### src/common/gfx_bus_pkg.sv
/*
 32-bit bus with byte selects and a small register window.
 Only full-word accesses are accepted, reads ack after a fixed delay.
*/
package gfx_bus_pkg;

  // data lane width
  localparam int DATA_W = 32;

  // byte offset within the register window
  localparam int ADR_W = 8;

  // one select bit per data byte
  localparam int SEL_W = DATA_W / 8;

  // cycles from the start of a read access to its ack, at least 2
  localparam int READ_ACK_DELAY = 3;

endpackage

### src/common/gfx_reg_pkg.sv
/*
 Register map and command-path constants of the graphics front end.
 Register offsets are byte addresses, word aligned.
 Needs gfx_bus_pkg compiled first.
*/
package gfx_reg_pkg;

  // register byte offsets
  typedef enum logic [gfx_bus_pkg::ADR_W-1:0] {
    REG_CONTROL       = 8'h00,
    REG_STATUS        = 8'h04,
    REG_TARGET_BASE   = 8'h08,
    REG_TARGET_SIZE_X = 8'h0c,
    REG_TARGET_SIZE_Y = 8'h10,
    REG_DEST_X        = 8'h14,
    REG_DEST_Y        = 8'h18,
    REG_COLOR0        = 8'h1c,
    REG_ALPHA         = 8'h20
  } gfx_reg_e;

  // control register, enables and depth field
  localparam int CTRL_DEPTH = 0;
  localparam int CTRL_BLEND = 2;
  localparam int CTRL_CLIP  = 3;

  // control register, self-clearing draw triggers
  localparam int CTRL_RECT = 8;
  localparam int CTRL_LINE = 9;
  localparam int CTRL_TRI  = 10;

  // status register layout
  localparam int STAT_BUSY      = 0;
  localparam int STAT_COUNT_LSB = 16;

  localparam logic [gfx_bus_pkg::DATA_W-1:0] ALPHA_RESET = '1;

  // command queue holds 2**FIFO_DEPTH_LOG2 entries
  localparam int FIFO_DEPTH_LOG2 = 4;

  typedef enum logic {
    SEQ_WAIT,
    SEQ_BUSY
  } seq_state_e;

endpackage

### src/source/wb_bus_port.sv
/*
 Slave side of the bus. Master must drop stb after ack.
 Partial byte selects get err and are never queued.
*/
`timescale 1ns/10ps

module wb_bus_port (
  input  logic                           clk_i,
  input  logic                           rst_i,
  input  logic                           cs_i,
  input  logic                           cyc_i,
  input  logic                           stb_i,
  input  logic                           we_i,
  input  logic [gfx_bus_pkg::SEL_W-1:0]  sel_i,
  input  logic [gfx_bus_pkg::ADR_W-1:0]  adr_i,
  input  logic [gfx_bus_pkg::DATA_W-1:0] dat_i,
  input  logic                           enq_ready_i,
  input  logic [gfx_bus_pkg::DATA_W-1:0] rd_data_i,
  output logic                           ack_o,
  output logic                           err_o,
  output logic [gfx_bus_pkg::DATA_W-1:0] dat_o,
  output logic                           enq_valid_o,
  output logic [gfx_bus_pkg::ADR_W-1:0]  enq_adr_o,
  output logic [gfx_bus_pkg::DATA_W-1:0] enq_data_o,
  output logic [gfx_bus_pkg::ADR_W-1:0]  rd_adr_o
);

  logic access;
  logic full_sel;
  logic read_acc;
  logic wr_ack;
  logic rd_ack;
  logic [gfx_bus_pkg::READ_ACK_DELAY-1:0] rd_pipe_q;

  assign access   = cs_i & cyc_i & stb_i;
  assign full_sel = &sel_i;
  assign read_acc = access & ~we_i & full_sel;

  // full-word writes go to the queue, ack only when it takes the entry
  assign enq_valid_o = access & we_i & full_sel;
  assign enq_adr_o   = adr_i;
  assign enq_data_o  = dat_i;
  assign wr_ack      = enq_valid_o & enq_ready_i;

  // read ack once the access has been held for the full delay
  assign rd_ack = read_acc & rd_pipe_q[gfx_bus_pkg::READ_ACK_DELAY-1];

  assign ack_o    = wr_ack | rd_ack;
  assign err_o    = access & ~full_sel;
  assign rd_adr_o = adr_i;

  always_ff @(posedge clk_i or posedge rst_i)
  begin
    if (rst_i)
    begin
      rd_pipe_q <= '0;
      dat_o     <= '0;
    end
    else
    begin
      dat_o <= rd_data_i;
      if (read_acc)
        rd_pipe_q <= {rd_pipe_q[gfx_bus_pkg::READ_ACK_DELAY-2:0], 1'b1};
      else
        rd_pipe_q <= '0;
    end
  end

endmodule

### src/source/cmd_fifo.sv
/*
 Circular command queue of address/data pairs.
 Head entry is shown whenever the queue is not empty.
*/
`timescale 1ns/10ps

module cmd_fifo (
  input  logic                                  clk_i,
  input  logic                                  rst_i,
  input  logic                                  enq_valid_i,
  input  logic [gfx_bus_pkg::ADR_W-1:0]         enq_adr_i,
  input  logic [gfx_bus_pkg::DATA_W-1:0]        enq_data_i,
  input  logic                                  deq_ready_i,
  output logic                                  enq_ready_o,
  output logic                                  deq_valid_o,
  output logic [gfx_bus_pkg::ADR_W-1:0]         deq_adr_o,
  output logic [gfx_bus_pkg::DATA_W-1:0]        deq_data_o,
  output logic [gfx_reg_pkg::FIFO_DEPTH_LOG2:0] count_o
);

  logic [gfx_bus_pkg::ADR_W-1:0]  adr_mem  [2**gfx_reg_pkg::FIFO_DEPTH_LOG2];
  logic [gfx_bus_pkg::DATA_W-1:0] data_mem [2**gfx_reg_pkg::FIFO_DEPTH_LOG2];
  logic [gfx_reg_pkg::FIFO_DEPTH_LOG2-1:0] wr_ptr;
  logic [gfx_reg_pkg::FIFO_DEPTH_LOG2-1:0] rd_ptr;
  logic push;
  logic pop;

  // full when the count reaches the depth
  assign enq_ready_o = ~count_o[gfx_reg_pkg::FIFO_DEPTH_LOG2];
  assign deq_valid_o = (count_o != '0);
  assign push        = enq_valid_i & enq_ready_o;
  assign pop         = deq_ready_i & deq_valid_o;

  assign deq_adr_o  = adr_mem[rd_ptr];
  assign deq_data_o = data_mem[rd_ptr];

  always_ff @(posedge clk_i)
  begin
    if (push)
    begin
      adr_mem[wr_ptr]  <= enq_adr_i;
      data_mem[wr_ptr] <= enq_data_i;
    end
  end

  // pointers wrap naturally at the power-of-two depth
  always_ff @(posedge clk_i or posedge rst_i)
  begin
    if (rst_i)
    begin
      wr_ptr  <= '0;
      rd_ptr  <= '0;
      count_o <= '0;
    end
    else
    begin
      if (push)
        wr_ptr <= wr_ptr + 1'b1;
      if (pop)
        rd_ptr <= rd_ptr + 1'b1;
      if (push & ~pop)
        count_o <= count_o + 1'b1;
      else if (pop & ~push)
        count_o <= count_o - 1'b1;
    end
  end

endmodule

### src/source/cmd_sequencer.sv
/*
 Paces queue drain into the register file, one entry every two cycles
 at most. Stays busy after a draw trigger until the pipeline acks.
*/
`timescale 1ns/10ps

module cmd_sequencer (
  input  logic clk_i,
  input  logic rst_i,
  input  logic q_valid_i,
  input  logic trigger_i,
  input  logic pipeline_ack_i,
  input  logic writer_err_i,
  input  logic reader_err_i,
  output logic q_ready_o,
  output logic busy_o,
  output logic irq_o
);

  gfx_reg_pkg::seq_state_e state_q;
  logic applied_q;

  // hold off one cycle after an apply so a trigger shows before the next entry
  assign q_ready_o = (state_q == gfx_reg_pkg::SEQ_WAIT) & ~trigger_i & ~applied_q;
  assign busy_o    = (state_q == gfx_reg_pkg::SEQ_BUSY);

  always_ff @(posedge clk_i or posedge rst_i)
  begin
    if (rst_i)
    begin
      state_q   <= gfx_reg_pkg::SEQ_WAIT;
      applied_q <= 1'b0;
    end
    else
    begin
      applied_q <= q_valid_i & q_ready_o;
      case (state_q)
        gfx_reg_pkg::SEQ_WAIT:
          if (trigger_i)
            state_q <= gfx_reg_pkg::SEQ_BUSY;
        gfx_reg_pkg::SEQ_BUSY:
          if (pipeline_ack_i)
            state_q <= gfx_reg_pkg::SEQ_WAIT;
        default:
          state_q <= gfx_reg_pkg::SEQ_WAIT;
      endcase
    end
  end

  // error interrupt, one cycle behind its sources
  always_ff @(posedge clk_i or posedge rst_i)
  begin
    if (rst_i)
      irq_o <= 1'b0;
    else
      irq_o <= writer_err_i | reader_err_i;
  end

endmodule

### src/regfile/gfx_reg_file.sv
/*
 Register storage with field outputs and the read mux.
 Draw triggers last one cycle. Status is read-only, unmapped offsets read 0.
*/
`timescale 1ns/10ps

module gfx_reg_file (
  input  logic                                  clk_i,
  input  logic                                  rst_i,
  input  logic                                  apply_i,
  input  logic [gfx_bus_pkg::ADR_W-1:0]         apply_adr_i,
  input  logic [gfx_bus_pkg::DATA_W-1:0]        apply_data_i,
  input  logic [gfx_bus_pkg::ADR_W-1:0]         rd_adr_i,
  input  logic                                  busy_i,
  input  logic [gfx_reg_pkg::FIFO_DEPTH_LOG2:0] count_i,
  output logic                                  trigger_o,
  output logic [gfx_bus_pkg::DATA_W-1:0]        rd_data_o,
  output logic                                  rect_write_o,
  output logic                                  line_write_o,
  output logic                                  triangle_write_o,
  output logic                                  blending_enable_o,
  output logic                                  clipping_enable_o,
  output logic [1:0]                            color_depth_o,
  output logic [28:0]                           target_base_o,
  output logic [15:0]                           target_size_x_o,
  output logic [15:0]                           target_size_y_o,
  output logic [31:0]                           dest_x_o,
  output logic [31:0]                           dest_y_o,
  output logic [31:0]                           color0_o,
  output logic [7:0]                            global_alpha_o
);

  logic [gfx_bus_pkg::DATA_W-1:0] control_reg;
  logic [gfx_bus_pkg::DATA_W-1:0] target_base_reg;
  logic [gfx_bus_pkg::DATA_W-1:0] target_size_x_reg;
  logic [gfx_bus_pkg::DATA_W-1:0] target_size_y_reg;
  logic [gfx_bus_pkg::DATA_W-1:0] dest_x_reg;
  logic [gfx_bus_pkg::DATA_W-1:0] dest_y_reg;
  logic [gfx_bus_pkg::DATA_W-1:0] color0_reg;
  logic [gfx_bus_pkg::DATA_W-1:0] alpha_reg;
  logic [gfx_bus_pkg::DATA_W-1:0] status_word;

  always_ff @(posedge clk_i or posedge rst_i)
  begin
    if (rst_i)
    begin
      control_reg       <= '0;
      target_base_reg   <= '0;
      target_size_x_reg <= '0;
      target_size_y_reg <= '0;
      dest_x_reg        <= '0;
      dest_y_reg        <= '0;
      color0_reg        <= '0;
      alpha_reg         <= gfx_reg_pkg::ALPHA_RESET;
    end
    else if (apply_i)
    begin
      case (apply_adr_i)
        gfx_reg_pkg::REG_CONTROL:       control_reg       <= apply_data_i;
        gfx_reg_pkg::REG_TARGET_BASE:   target_base_reg   <= apply_data_i;
        gfx_reg_pkg::REG_TARGET_SIZE_X: target_size_x_reg <= apply_data_i;
        gfx_reg_pkg::REG_TARGET_SIZE_Y: target_size_y_reg <= apply_data_i;
        gfx_reg_pkg::REG_DEST_X:        dest_x_reg        <= apply_data_i;
        gfx_reg_pkg::REG_DEST_Y:        dest_y_reg        <= apply_data_i;
        gfx_reg_pkg::REG_COLOR0:        color0_reg        <= apply_data_i;
        gfx_reg_pkg::REG_ALPHA:         alpha_reg         <= apply_data_i;
        default:
        begin
          // status and unmapped offsets take no write
        end
      endcase
    end
    else
    begin
      // triggers drop in the first cycle without an apply
      control_reg[gfx_reg_pkg::CTRL_RECT] <= 1'b0;
      control_reg[gfx_reg_pkg::CTRL_LINE] <= 1'b0;
      control_reg[gfx_reg_pkg::CTRL_TRI]  <= 1'b0;
    end
  end

  // control fields
  assign rect_write_o      = control_reg[gfx_reg_pkg::CTRL_RECT];
  assign line_write_o      = control_reg[gfx_reg_pkg::CTRL_LINE];
  assign triangle_write_o  = control_reg[gfx_reg_pkg::CTRL_TRI];
  assign blending_enable_o = control_reg[gfx_reg_pkg::CTRL_BLEND];
  assign clipping_enable_o = control_reg[gfx_reg_pkg::CTRL_CLIP];
  assign color_depth_o     = control_reg[gfx_reg_pkg::CTRL_DEPTH+1:gfx_reg_pkg::CTRL_DEPTH];
  assign trigger_o         = rect_write_o | line_write_o | triangle_write_o;

  // target base is 8-byte aligned
  assign target_base_o   = target_base_reg[31:3];
  assign target_size_x_o = target_size_x_reg[15:0];
  assign target_size_y_o = target_size_y_reg[15:0];
  assign dest_x_o        = dest_x_reg;
  assign dest_y_o        = dest_y_reg;
  assign color0_o        = color0_reg;
  assign global_alpha_o  = alpha_reg[7:0];

  always_comb
  begin
    status_word = '0;
    status_word[gfx_reg_pkg::STAT_BUSY] = busy_i;
    status_word[gfx_reg_pkg::STAT_COUNT_LSB +: gfx_reg_pkg::FIFO_DEPTH_LOG2+1] = count_i;
  end

  // current register values, pending queue entries are not visible
  always_comb
  begin
    case (rd_adr_i)
      gfx_reg_pkg::REG_CONTROL:       rd_data_o = control_reg;
      gfx_reg_pkg::REG_STATUS:        rd_data_o = status_word;
      gfx_reg_pkg::REG_TARGET_BASE:   rd_data_o = target_base_reg;
      gfx_reg_pkg::REG_TARGET_SIZE_X: rd_data_o = target_size_x_reg;
      gfx_reg_pkg::REG_TARGET_SIZE_Y: rd_data_o = target_size_y_reg;
      gfx_reg_pkg::REG_DEST_X:        rd_data_o = dest_x_reg;
      gfx_reg_pkg::REG_DEST_Y:        rd_data_o = dest_y_reg;
      gfx_reg_pkg::REG_COLOR0:        rd_data_o = color0_reg;
      gfx_reg_pkg::REG_ALPHA:         rd_data_o = alpha_reg;
      default:                        rd_data_o = '0;
    endcase
  end

endmodule

### src/source/gfx_wbs_top.sv
/*
 Command front end. Writes are queued and applied in order,
 reads see the register file directly and may bypass pending writes.
*/
`timescale 1ns/10ps

module gfx_wbs_top (
  input  logic                                clk_i,
  input  logic                                rst_i,
  input  logic                                cs_i,
  input  logic                                cyc_i,
  input  logic                                stb_i,
  input  logic                                we_i,
  input  logic [gfx_bus_pkg::SEL_W-1:0]       sel_i,
  input  logic [gfx_bus_pkg::ADR_W-1:0]       adr_i,
  input  logic [gfx_bus_pkg::DATA_W-1:0]      dat_i,
  input  logic                                pipeline_ack_i,
  input  logic                                writer_err_i,
  input  logic                                reader_err_i,
  output logic                                ack_o,
  output logic                                err_o,
  output logic [gfx_bus_pkg::DATA_W-1:0]      dat_o,
  output logic                                irq_o,
  output logic                                rect_write_o,
  output logic                                line_write_o,
  output logic                                triangle_write_o,
  output logic                                blending_enable_o,
  output logic                                clipping_enable_o,
  output logic [1:0]                          color_depth_o,
  output logic [28:0]                         target_base_o,
  output logic [15:0]                         target_size_x_o,
  output logic [15:0]                         target_size_y_o,
  output logic [31:0]                         dest_x_o,
  output logic [31:0]                         dest_y_o,
  output logic [31:0]                         color0_o,
  output logic [7:0]                          global_alpha_o
);

  logic                                  enq_valid;
  logic                                  enq_ready;
  logic [gfx_bus_pkg::ADR_W-1:0]         enq_adr;
  logic [gfx_bus_pkg::DATA_W-1:0]        enq_data;
  logic                                  q_valid;
  logic                                  q_ready;
  logic [gfx_bus_pkg::ADR_W-1:0]         q_adr;
  logic [gfx_bus_pkg::DATA_W-1:0]        q_data;
  logic [gfx_reg_pkg::FIFO_DEPTH_LOG2:0] q_count;
  logic [gfx_bus_pkg::ADR_W-1:0]         rd_adr;
  logic [gfx_bus_pkg::DATA_W-1:0]        rd_data;
  logic                                  apply;
  logic                                  trigger;
  logic                                  busy;

  // queue head taken by the register file
  assign apply = q_valid & q_ready;

  wb_bus_port u_bus_port (
    .clk_i       (clk_i),
    .rst_i       (rst_i),
    .cs_i        (cs_i),
    .cyc_i       (cyc_i),
    .stb_i       (stb_i),
    .we_i        (we_i),
    .sel_i       (sel_i),
    .adr_i       (adr_i),
    .dat_i       (dat_i),
    .enq_ready_i (enq_ready),
    .rd_data_i   (rd_data),
    .ack_o       (ack_o),
    .err_o       (err_o),
    .dat_o       (dat_o),
    .enq_valid_o (enq_valid),
    .enq_adr_o   (enq_adr),
    .enq_data_o  (enq_data),
    .rd_adr_o    (rd_adr)
  );

  cmd_fifo u_cmd_fifo (
    .clk_i       (clk_i),
    .rst_i       (rst_i),
    .enq_valid_i (enq_valid),
    .enq_adr_i   (enq_adr),
    .enq_data_i  (enq_data),
    .deq_ready_i (q_ready),
    .enq_ready_o (enq_ready),
    .deq_valid_o (q_valid),
    .deq_adr_o   (q_adr),
    .deq_data_o  (q_data),
    .count_o     (q_count)
  );

  cmd_sequencer u_sequencer (
    .clk_i          (clk_i),
    .rst_i          (rst_i),
    .q_valid_i      (q_valid),
    .trigger_i      (trigger),
    .pipeline_ack_i (pipeline_ack_i),
    .writer_err_i   (writer_err_i),
    .reader_err_i   (reader_err_i),
    .q_ready_o      (q_ready),
    .busy_o         (busy),
    .irq_o          (irq_o)
  );

  gfx_reg_file u_reg_file (
    .clk_i             (clk_i),
    .rst_i             (rst_i),
    .apply_i           (apply),
    .apply_adr_i       (q_adr),
    .apply_data_i      (q_data),
    .rd_adr_i          (rd_adr),
    .busy_i            (busy),
    .count_i           (q_count),
    .trigger_o         (trigger),
    .rd_data_o         (rd_data),
    .rect_write_o      (rect_write_o),
    .line_write_o      (line_write_o),
    .triangle_write_o  (triangle_write_o),
    .blending_enable_o (blending_enable_o),
    .clipping_enable_o (clipping_enable_o),
    .color_depth_o     (color_depth_o),
    .target_base_o     (target_base_o),
    .target_size_x_o   (target_size_x_o),
    .target_size_y_o   (target_size_y_o),
    .dest_x_o          (dest_x_o),
    .dest_y_o          (dest_y_o),
    .color0_o          (color0_o),
    .global_alpha_o    (global_alpha_o)
  );

endmodule

### config.mk
export PLATFORM = sky130hd
export DESIGN_NAME = gfx_wbs_top
export DESIGN_NICKNAME = d
export VERILOG_FILES = /design/src/common/gfx_bus_pkg.sv /design/src/common/gfx_reg_pkg.sv /design/src/source/wb_bus_port.sv /design/src/source/cmd_fifo.sv /design/src/source/cmd_sequencer.sv /design/src/regfile/gfx_reg_file.sv /design/src/source/gfx_wbs_top.sv
export SDC_FILE = /design/constraint.sdc
export NUM_CORES = 1
export LEC_CHECK = 0
export ABC_AREA = 0
export BUFFER_PORTS_ARGS = -buffer_cell sky130_fd_sc_hd__buf_2
export CAP_MARGIN = 20
export CORE_ASPECT_RATIO = 1.2
export CORE_MARGIN = 4
export CORE_UTILIZATION = 55
export DETAILED_ROUTE_END_ITERATION = 8
export PLACE_DENSITY = 0.84
export SLEW_MARGIN = 20
export SYNTH_ARGS = -nofsm -noshare
export SYNTH_HDL_FRONTEND = slang
export SYNTH_SLANG_ARGS = --single-unit
### constraint.sdc
create_clock -name clk_i -period 28.6 [get_ports clk_i]
set_clock_uncertainty 0.1 [all_clocks]
set_input_delay 1.43 -clock clk_i [delete_from_list [all_inputs] [get_ports clk_i]]
set_output_delay 1.43 -clock clk_i [all_outputs]
set_load 0.01 [all_outputs]
---- Yosys cells after proc, flatten, opt, wreduce, memory -nomap -nowiden ----
Memory sizes are Yosys's and may differ from the RTL's.
Index checks and enable logic that the tools add are counted.
operators by class
  $add $sub $neg .......................... 4
  multipliers ............................. 0
  div/mod/pow operators ................... 0
  order comparisons ....................... 0
  equality and inequality tests ........... 16
  shift-type cells ........................ 0
  muxes and demuxes ....................... 11
  bitwise logic cells ..................... 26
  reductions and logical operators ........ 13
operators with widths
  operator                                                count
  case mux 32 bit (9 select lines)                        1
  == test 8 x 5 -> 1 bit (second input constant)          8
  == test 8 x 4 -> 1 bit (second input constant)          4
  == test 8 x 6 -> 1 bit (second input constant)          2
  logical NOT 8 bit                                       2
  AND reduction 2 bit                                     8
  bitwise AND 1 bit                                       14
  two-way mux 11 bit                                      1
  two-way mux 5 bit                                       2
  adder 4 x 1 -> 4 bit (second input constant)            2
  == test 8 x 3 -> 1 bit (second input constant)          1
  NOT 1 bit                                               8
  two-way mux 3 bit                                       2
  adder 5 x 1 -> 5 bit (second input constant)            1
  nonzero test 5 bit                                      1
  subtractor 5 x 1 -> 5 bit (second input constant)       1
  two-way mux 1 bit                                       4
  bitwise OR 1 bit                                        4
  AND reduction 4 bit                                     1
  inequality test 2 x 1 -> 1 bit (second input constant)  1
  case mux 1 bit (2 select lines)                         1
  nonzero test 2 bit                                      1
word-level totals
  register bits after elaboration ......... 307
  latch bits .............................. 0
  RAM bits ................................ 640
  memory bits (read-only) ................. 0
  word-level logic and storage cells ...... 89
  memories kept ........................... 2
memories
  name                 words  width  rd ports  clocked after Yosys merged registers in  wr ports  RTL line        source
  u_cmd_fifo.data_mem  16     32     1         0                                        1         cmd_fifo.sv:22  logic [gfx_bus_pkg::DATA_W-1:0] data_mem [2**gfx_reg_pkg::FIFO_DEPTH_LOG2];
  u_cmd_fifo.adr_mem   16     8      1         0                                        1         cmd_fifo.sv:21  logic [gfx_bus_pkg::ADR_W-1:0] adr_mem [2**gfx_reg_pkg::FIFO_DEPTH_LOG2];

---- Logic depth before layout (Yosys ltp) ----
  word-level depth ........................ 9
  mapped depth ............................ 12
  depth with buffers taken out ............ 11

---- Cells and area by module ----
Synthesis repeated with hierarchy kept, for this count alone.
second synthesis, totals
  cell total of the unflattened synthesis .. 2233
  area total of the unflattened synthesis .. 39288.9 µm²
by module, submodules not included
  module         times used  cells each  area an instance (µm²)
  cmd_fifo       1           1236        25244.2
  gfx_reg_file   1           891         12610.8
  wb_bus_port    1           96          1312.5
  cmd_sequencer  1           9           115.1
  gfx_wbs_top    1           1           6.3

---- Least setup slack after synthesis ----
OpenSTA, ideal clock, no wires.
  path type ............................... in2reg
  from .................................... input port sel_i[2] in the netlist's numbering
  to ...................................... memory u_cmd_fifo.adr_mem[3][0] in the netlist's numbering, enable pin
  library setup time ...................... 487 ps
  data arrival time ....................... 5490 ps
  required time ........................... 28013 ps
  setup slack ............................. 22523 ps
  stages .................................. 5
  buffers on the path ..................... 0
  cell sequence ........................... and4_1 nand4_1 nor3b_1 nand2_1 nor3_1
between the ends
  cells in the longest elaborated chain, start to end .. 5
RTL lines
  what                                     RTL line           source
  from (decl)                              gfx_wbs_top.sv:14  input logic [gfx_bus_pkg::SEL_W-1:0] sel_i,
  AND reduction 4 bit                      wb_bus_port.sv:36  assign full_sel = &sel_i;
  bitwise AND 1 bit                        wb_bus_port.sv:40  assign enq_valid_o = access & we_i & full_sel;
  bitwise AND 1 bit                        -
  net u_bus_port.wr_ack                    wb_bus_port.sv:31  logic wr_ack;
  two-way mux 1 bit                        cmd_fifo.sv:39     if (push)
  two-way mux 1 bit (not written as such)  cmd_fifo.sv:41     adr_mem[wr_ptr] <= enq_adr_i;
  to (decl)                                cmd_fifo.sv:21
The timed path passes the listed nets, and every way through them passes these cells.

---- Worst setup path after layout ----
  from .................................... register u_cmd_fifo.rd_ptr[0] in the netlist's numbering
  to ...................................... register u_reg_file.target_size_x_reg[2] in the netlist's numbering
between the ends
  cells in the longest elaborated chain, start to end .. 3
RTL lines
  what                                  RTL line            source
  from (decl)                           cmd_fifo.sv:24      logic [gfx_reg_pkg::FIFO_DEPTH_LOG2-1:0] rd_ptr;
  from (signal assigned)                cmd_fifo.sv:60      rd_ptr <= rd_ptr + 1'b1;
  memory (16 x 8 bit)                   -
  == test 8 x 4 -> 1 bit                gfx_reg_file.sv:58  case (apply_adr_i)
  AND reduction 2 bit (no source line)  -
  to (signal assigned)                  gfx_reg_file.sv:61  gfx_reg_pkg::REG_TARGET_SIZE_X: target_size_x_reg <= apply_data_i;
  to (decl)                             gfx_reg_file.sv:35  logic [gfx_bus_pkg::DATA_W-1:0] target_size_x_reg;
Parallel ways exist; a longest one is shown, timed or not.
A chain may end at the register's enable or synchronous reset.

==> results.cfg <==
[yosys]
netlist_area_um2 = 37600
ys_warn_count = 0
synth_edf_count = 640
yosys.area.top_type = edfxtp_1
ys_seq_area_frac = 0.716
synth_area_leaders = edfxtp_1, dfrtp_1, mux2_2
synth_seq_cells = 947
synthArstFlopShare = 0.324
synth_fp_nets = 2202
yosysTopAreaCellShare = 0.511
synth_cell_type_count = 57
synth_flop_cell = edfxtp_1
synth_common_cells = edfxtp_1, dfrtp_1, mux2_2
synth.avg_cell_area_um2 = 17.6
synth.most_common_cell = edfxtp_1
synth_cells = 2139

[placement]
io_buffers = 259
gp_congestion = 0.813
post-dp-hpwl_mm = 52.8
dp.cells = 3148
place_ws_ns = 23.33

[sta]
period_share = 0.188
finalSetupTns_ns = 0
fin_hold_ws_ns = 0.354
rsz0062_at_grt = false
report.final.slew_viol_count = 0
finalHoldViolCount = 0
setup_violations = 0
fmax_ghz = 0.186
worst_slew_pin_slew_ns = 1.15
period_needed_ns = 5.38
slew_headroom = 0.235
worst_slack_ns = 23.22

[clocking]
clockRootBuffer = clkbuf_16
cts_buffer_depth = 3
post_cts_buffers = 0
cts_resized = 0
clk_latency_ns = 0.64
htree_levels = 3
cts-buffers-inserted = 85
ctsHoldBuffers = 0
cts_tree = yes
cts.clk_slew.worst_paths_ns = 0.06
clock_sinks = 947

[final_layout]
instances_no_fill = 3307
largest_registers = u_cmd_fifo.data_mem (512), u_cmd_fifo.adr_mem (128)
synthToLayoutAreaGrowth_pct = 12.6
top_register = u_cmd_fifo.data_mem
fin_nets = 2398
drive_gt1_frac = 0.344
finalCoreUtilization = 0.628
largest_register_ffs = 512

[grt]
grt_max_degree = 200
grt_pass1_vias = 22300
overflow = 0
grt_pass1_wl_mm = 140
antenna_found_initial = 8
grt_usage = 0.257

[route]
via_per_inst = 6.50
vias = 21500
routed_wl_mm = 94.5
ant_nets = 0
drt_iter0_markers = 2520
wire_per_inst_um = 28.6
first_pass_iters = 6
drc = 0

[run_status]
status = finished clean

[floorplanning]
core_um2 = 67400
die_x_um = 247
start_util = 0.558
die_area_um2 = 72700
io_pins = 260
rows = 104
dieHeight_um = 294

[pwr]
leakage_nw = 16.7
peakVddDrop_uv = 60.5
power_per_cell_area_nw_per_um2 = 93.6

[critical_path]
cp_slowest_stage_delay_ns = 0.98
endpoint_kind = flip-flop
path_cells = buf_4 > buf_4 > a21oi_1 > a211oi_1 > or4_1 > nor3b_1 > and4_2 > mux2_2
path_max_fanout = 49
cp.arrival_ns = 5.78
critPathRequiredTime_ns = 29.00
critPathKind = reg -> reg
start_kind = flip-flop
worst_path_most_repeated_cell = buf_4
cp_slowest_cell = and4_2

[job]
drv_cap = 0

[hold_path]
hold_class = reg -> reg
==> power breakdown <==
group,internal [mW],switching (mW),total (mW)
Sequential,1.60,0.128,1.73
Clock,0.667,0.492,1.16
Combinational,0.430,0.645,1.07
Total,2.70,1.27,3.97
==> stage by stage <==
step | power [mW] | area (um^2)
after floorplan | 2.47 | 37600
after global placement | 2.75 | 39500
after detailed placement | 2.80 | 39500
after CTS | 3.96 | 42300
after global routing | 4.12 | 42300
final | 3.97 | 42400
==> final cells by class <==
cell class | count | area, um^2
Sequential cell | 947 | 26900
Clock inverter | 43 | 470
Inverter | 6 | 30.0
Clock buffer | 112 | 2370
Fill cell | 4520 | 25100
Timing Repair Buffer | 304 | 1670
Tap cell | 901 | 1130
Multi-Input combinational cell | 991 | 9730
Antenna cell | 3 | 7.51
==> worst max-delay path: cells and delay by family (launching register included) <==
kind                   cells  cell delay [ns]
buffers and inverters      2             1.51
flip-flops                 1             0.89
multiplexers               1             0.44
AND/OR/NAND/NOR            3             1.62
AO/OA/AOI/OAI              2             0.56
==> cells in the final DEF, fill, tap and decap left out, types with 7 or more instances in the layout <==
master       n
a211oi_1     7
a21oi_1     15
a221oi_1    90
a222oi_1    32
a22o_1      17
a22oi_1     72
buf_2      259
buf_4       43
bufinv_16    9
clkbuf_1    13
clkbuf_16   88
clkbuf_8     7
clkinv_1    11
clkinv_2    14
dfrtp_1    272
dfstp_2     32
edfxtp_1   640
ha_1         9
mux2_1      10
mux2_2     215
mux2_4      30
mux2i_1    144
mux4_2      72
nand2_1     77
nand3_1     21
nand4_1     18
nor2_1      24
nor2_4      13
nor3_1      18
nor3_2      10
o21ai_0     40
xnor2_1      9
==> final timing paths <==
kind / from / to / slack [ns] / cells after the start
max: u_cmd_fifo.rd_ptr[0] / u_reg_file.target_size_x_reg[2] / 23.22 / 8
min: u_bus_port.rd_pipe_q[1] / u_bus_port.rd_pipe_q[2] / 0.35 / 1
max reg2reg: u_cmd_fifo.rd_ptr[0] / u_reg_file.target_size_x_reg[2] / 23.22 / 8
min reg2reg: u_bus_port.rd_pipe_q[1] / u_bus_port.rd_pipe_q[2] / 0.35 / 1
max in group asynchronous: rst_i / u_reg_file.dest_x_o[2] / 25.98 / 4
min in group asynchronous: rst_i / u_bus_port.dat_o[27] / 0.82 / 2
==> kinds of logic after synthesis <==
family | count (synthesis) | share of synthesized area
adder cells (fa/ha/maj) | 10 | 0.00353
flip-flops | 947 | 0.716
XOR/XNOR | 11 | 0.00256
buffers and inverters | 201 | 0.0298
AO/OA/AOI/OAI | 285 | 0.0594
multiplexers | 471 | 0.161
AND/OR/NAND/NOR | 214 | 0.0276
==> metal layers <==
metal,vias to the layer above,routed length (um),GRT usage
met5,-,70,0
met4,10,3780,0.107
met2,1328,47400,0.436
met3,279,9070,0.0562
li1,8831,-,-
met1,11000,34200,0.322
Power figures use the tool's default switching activity.
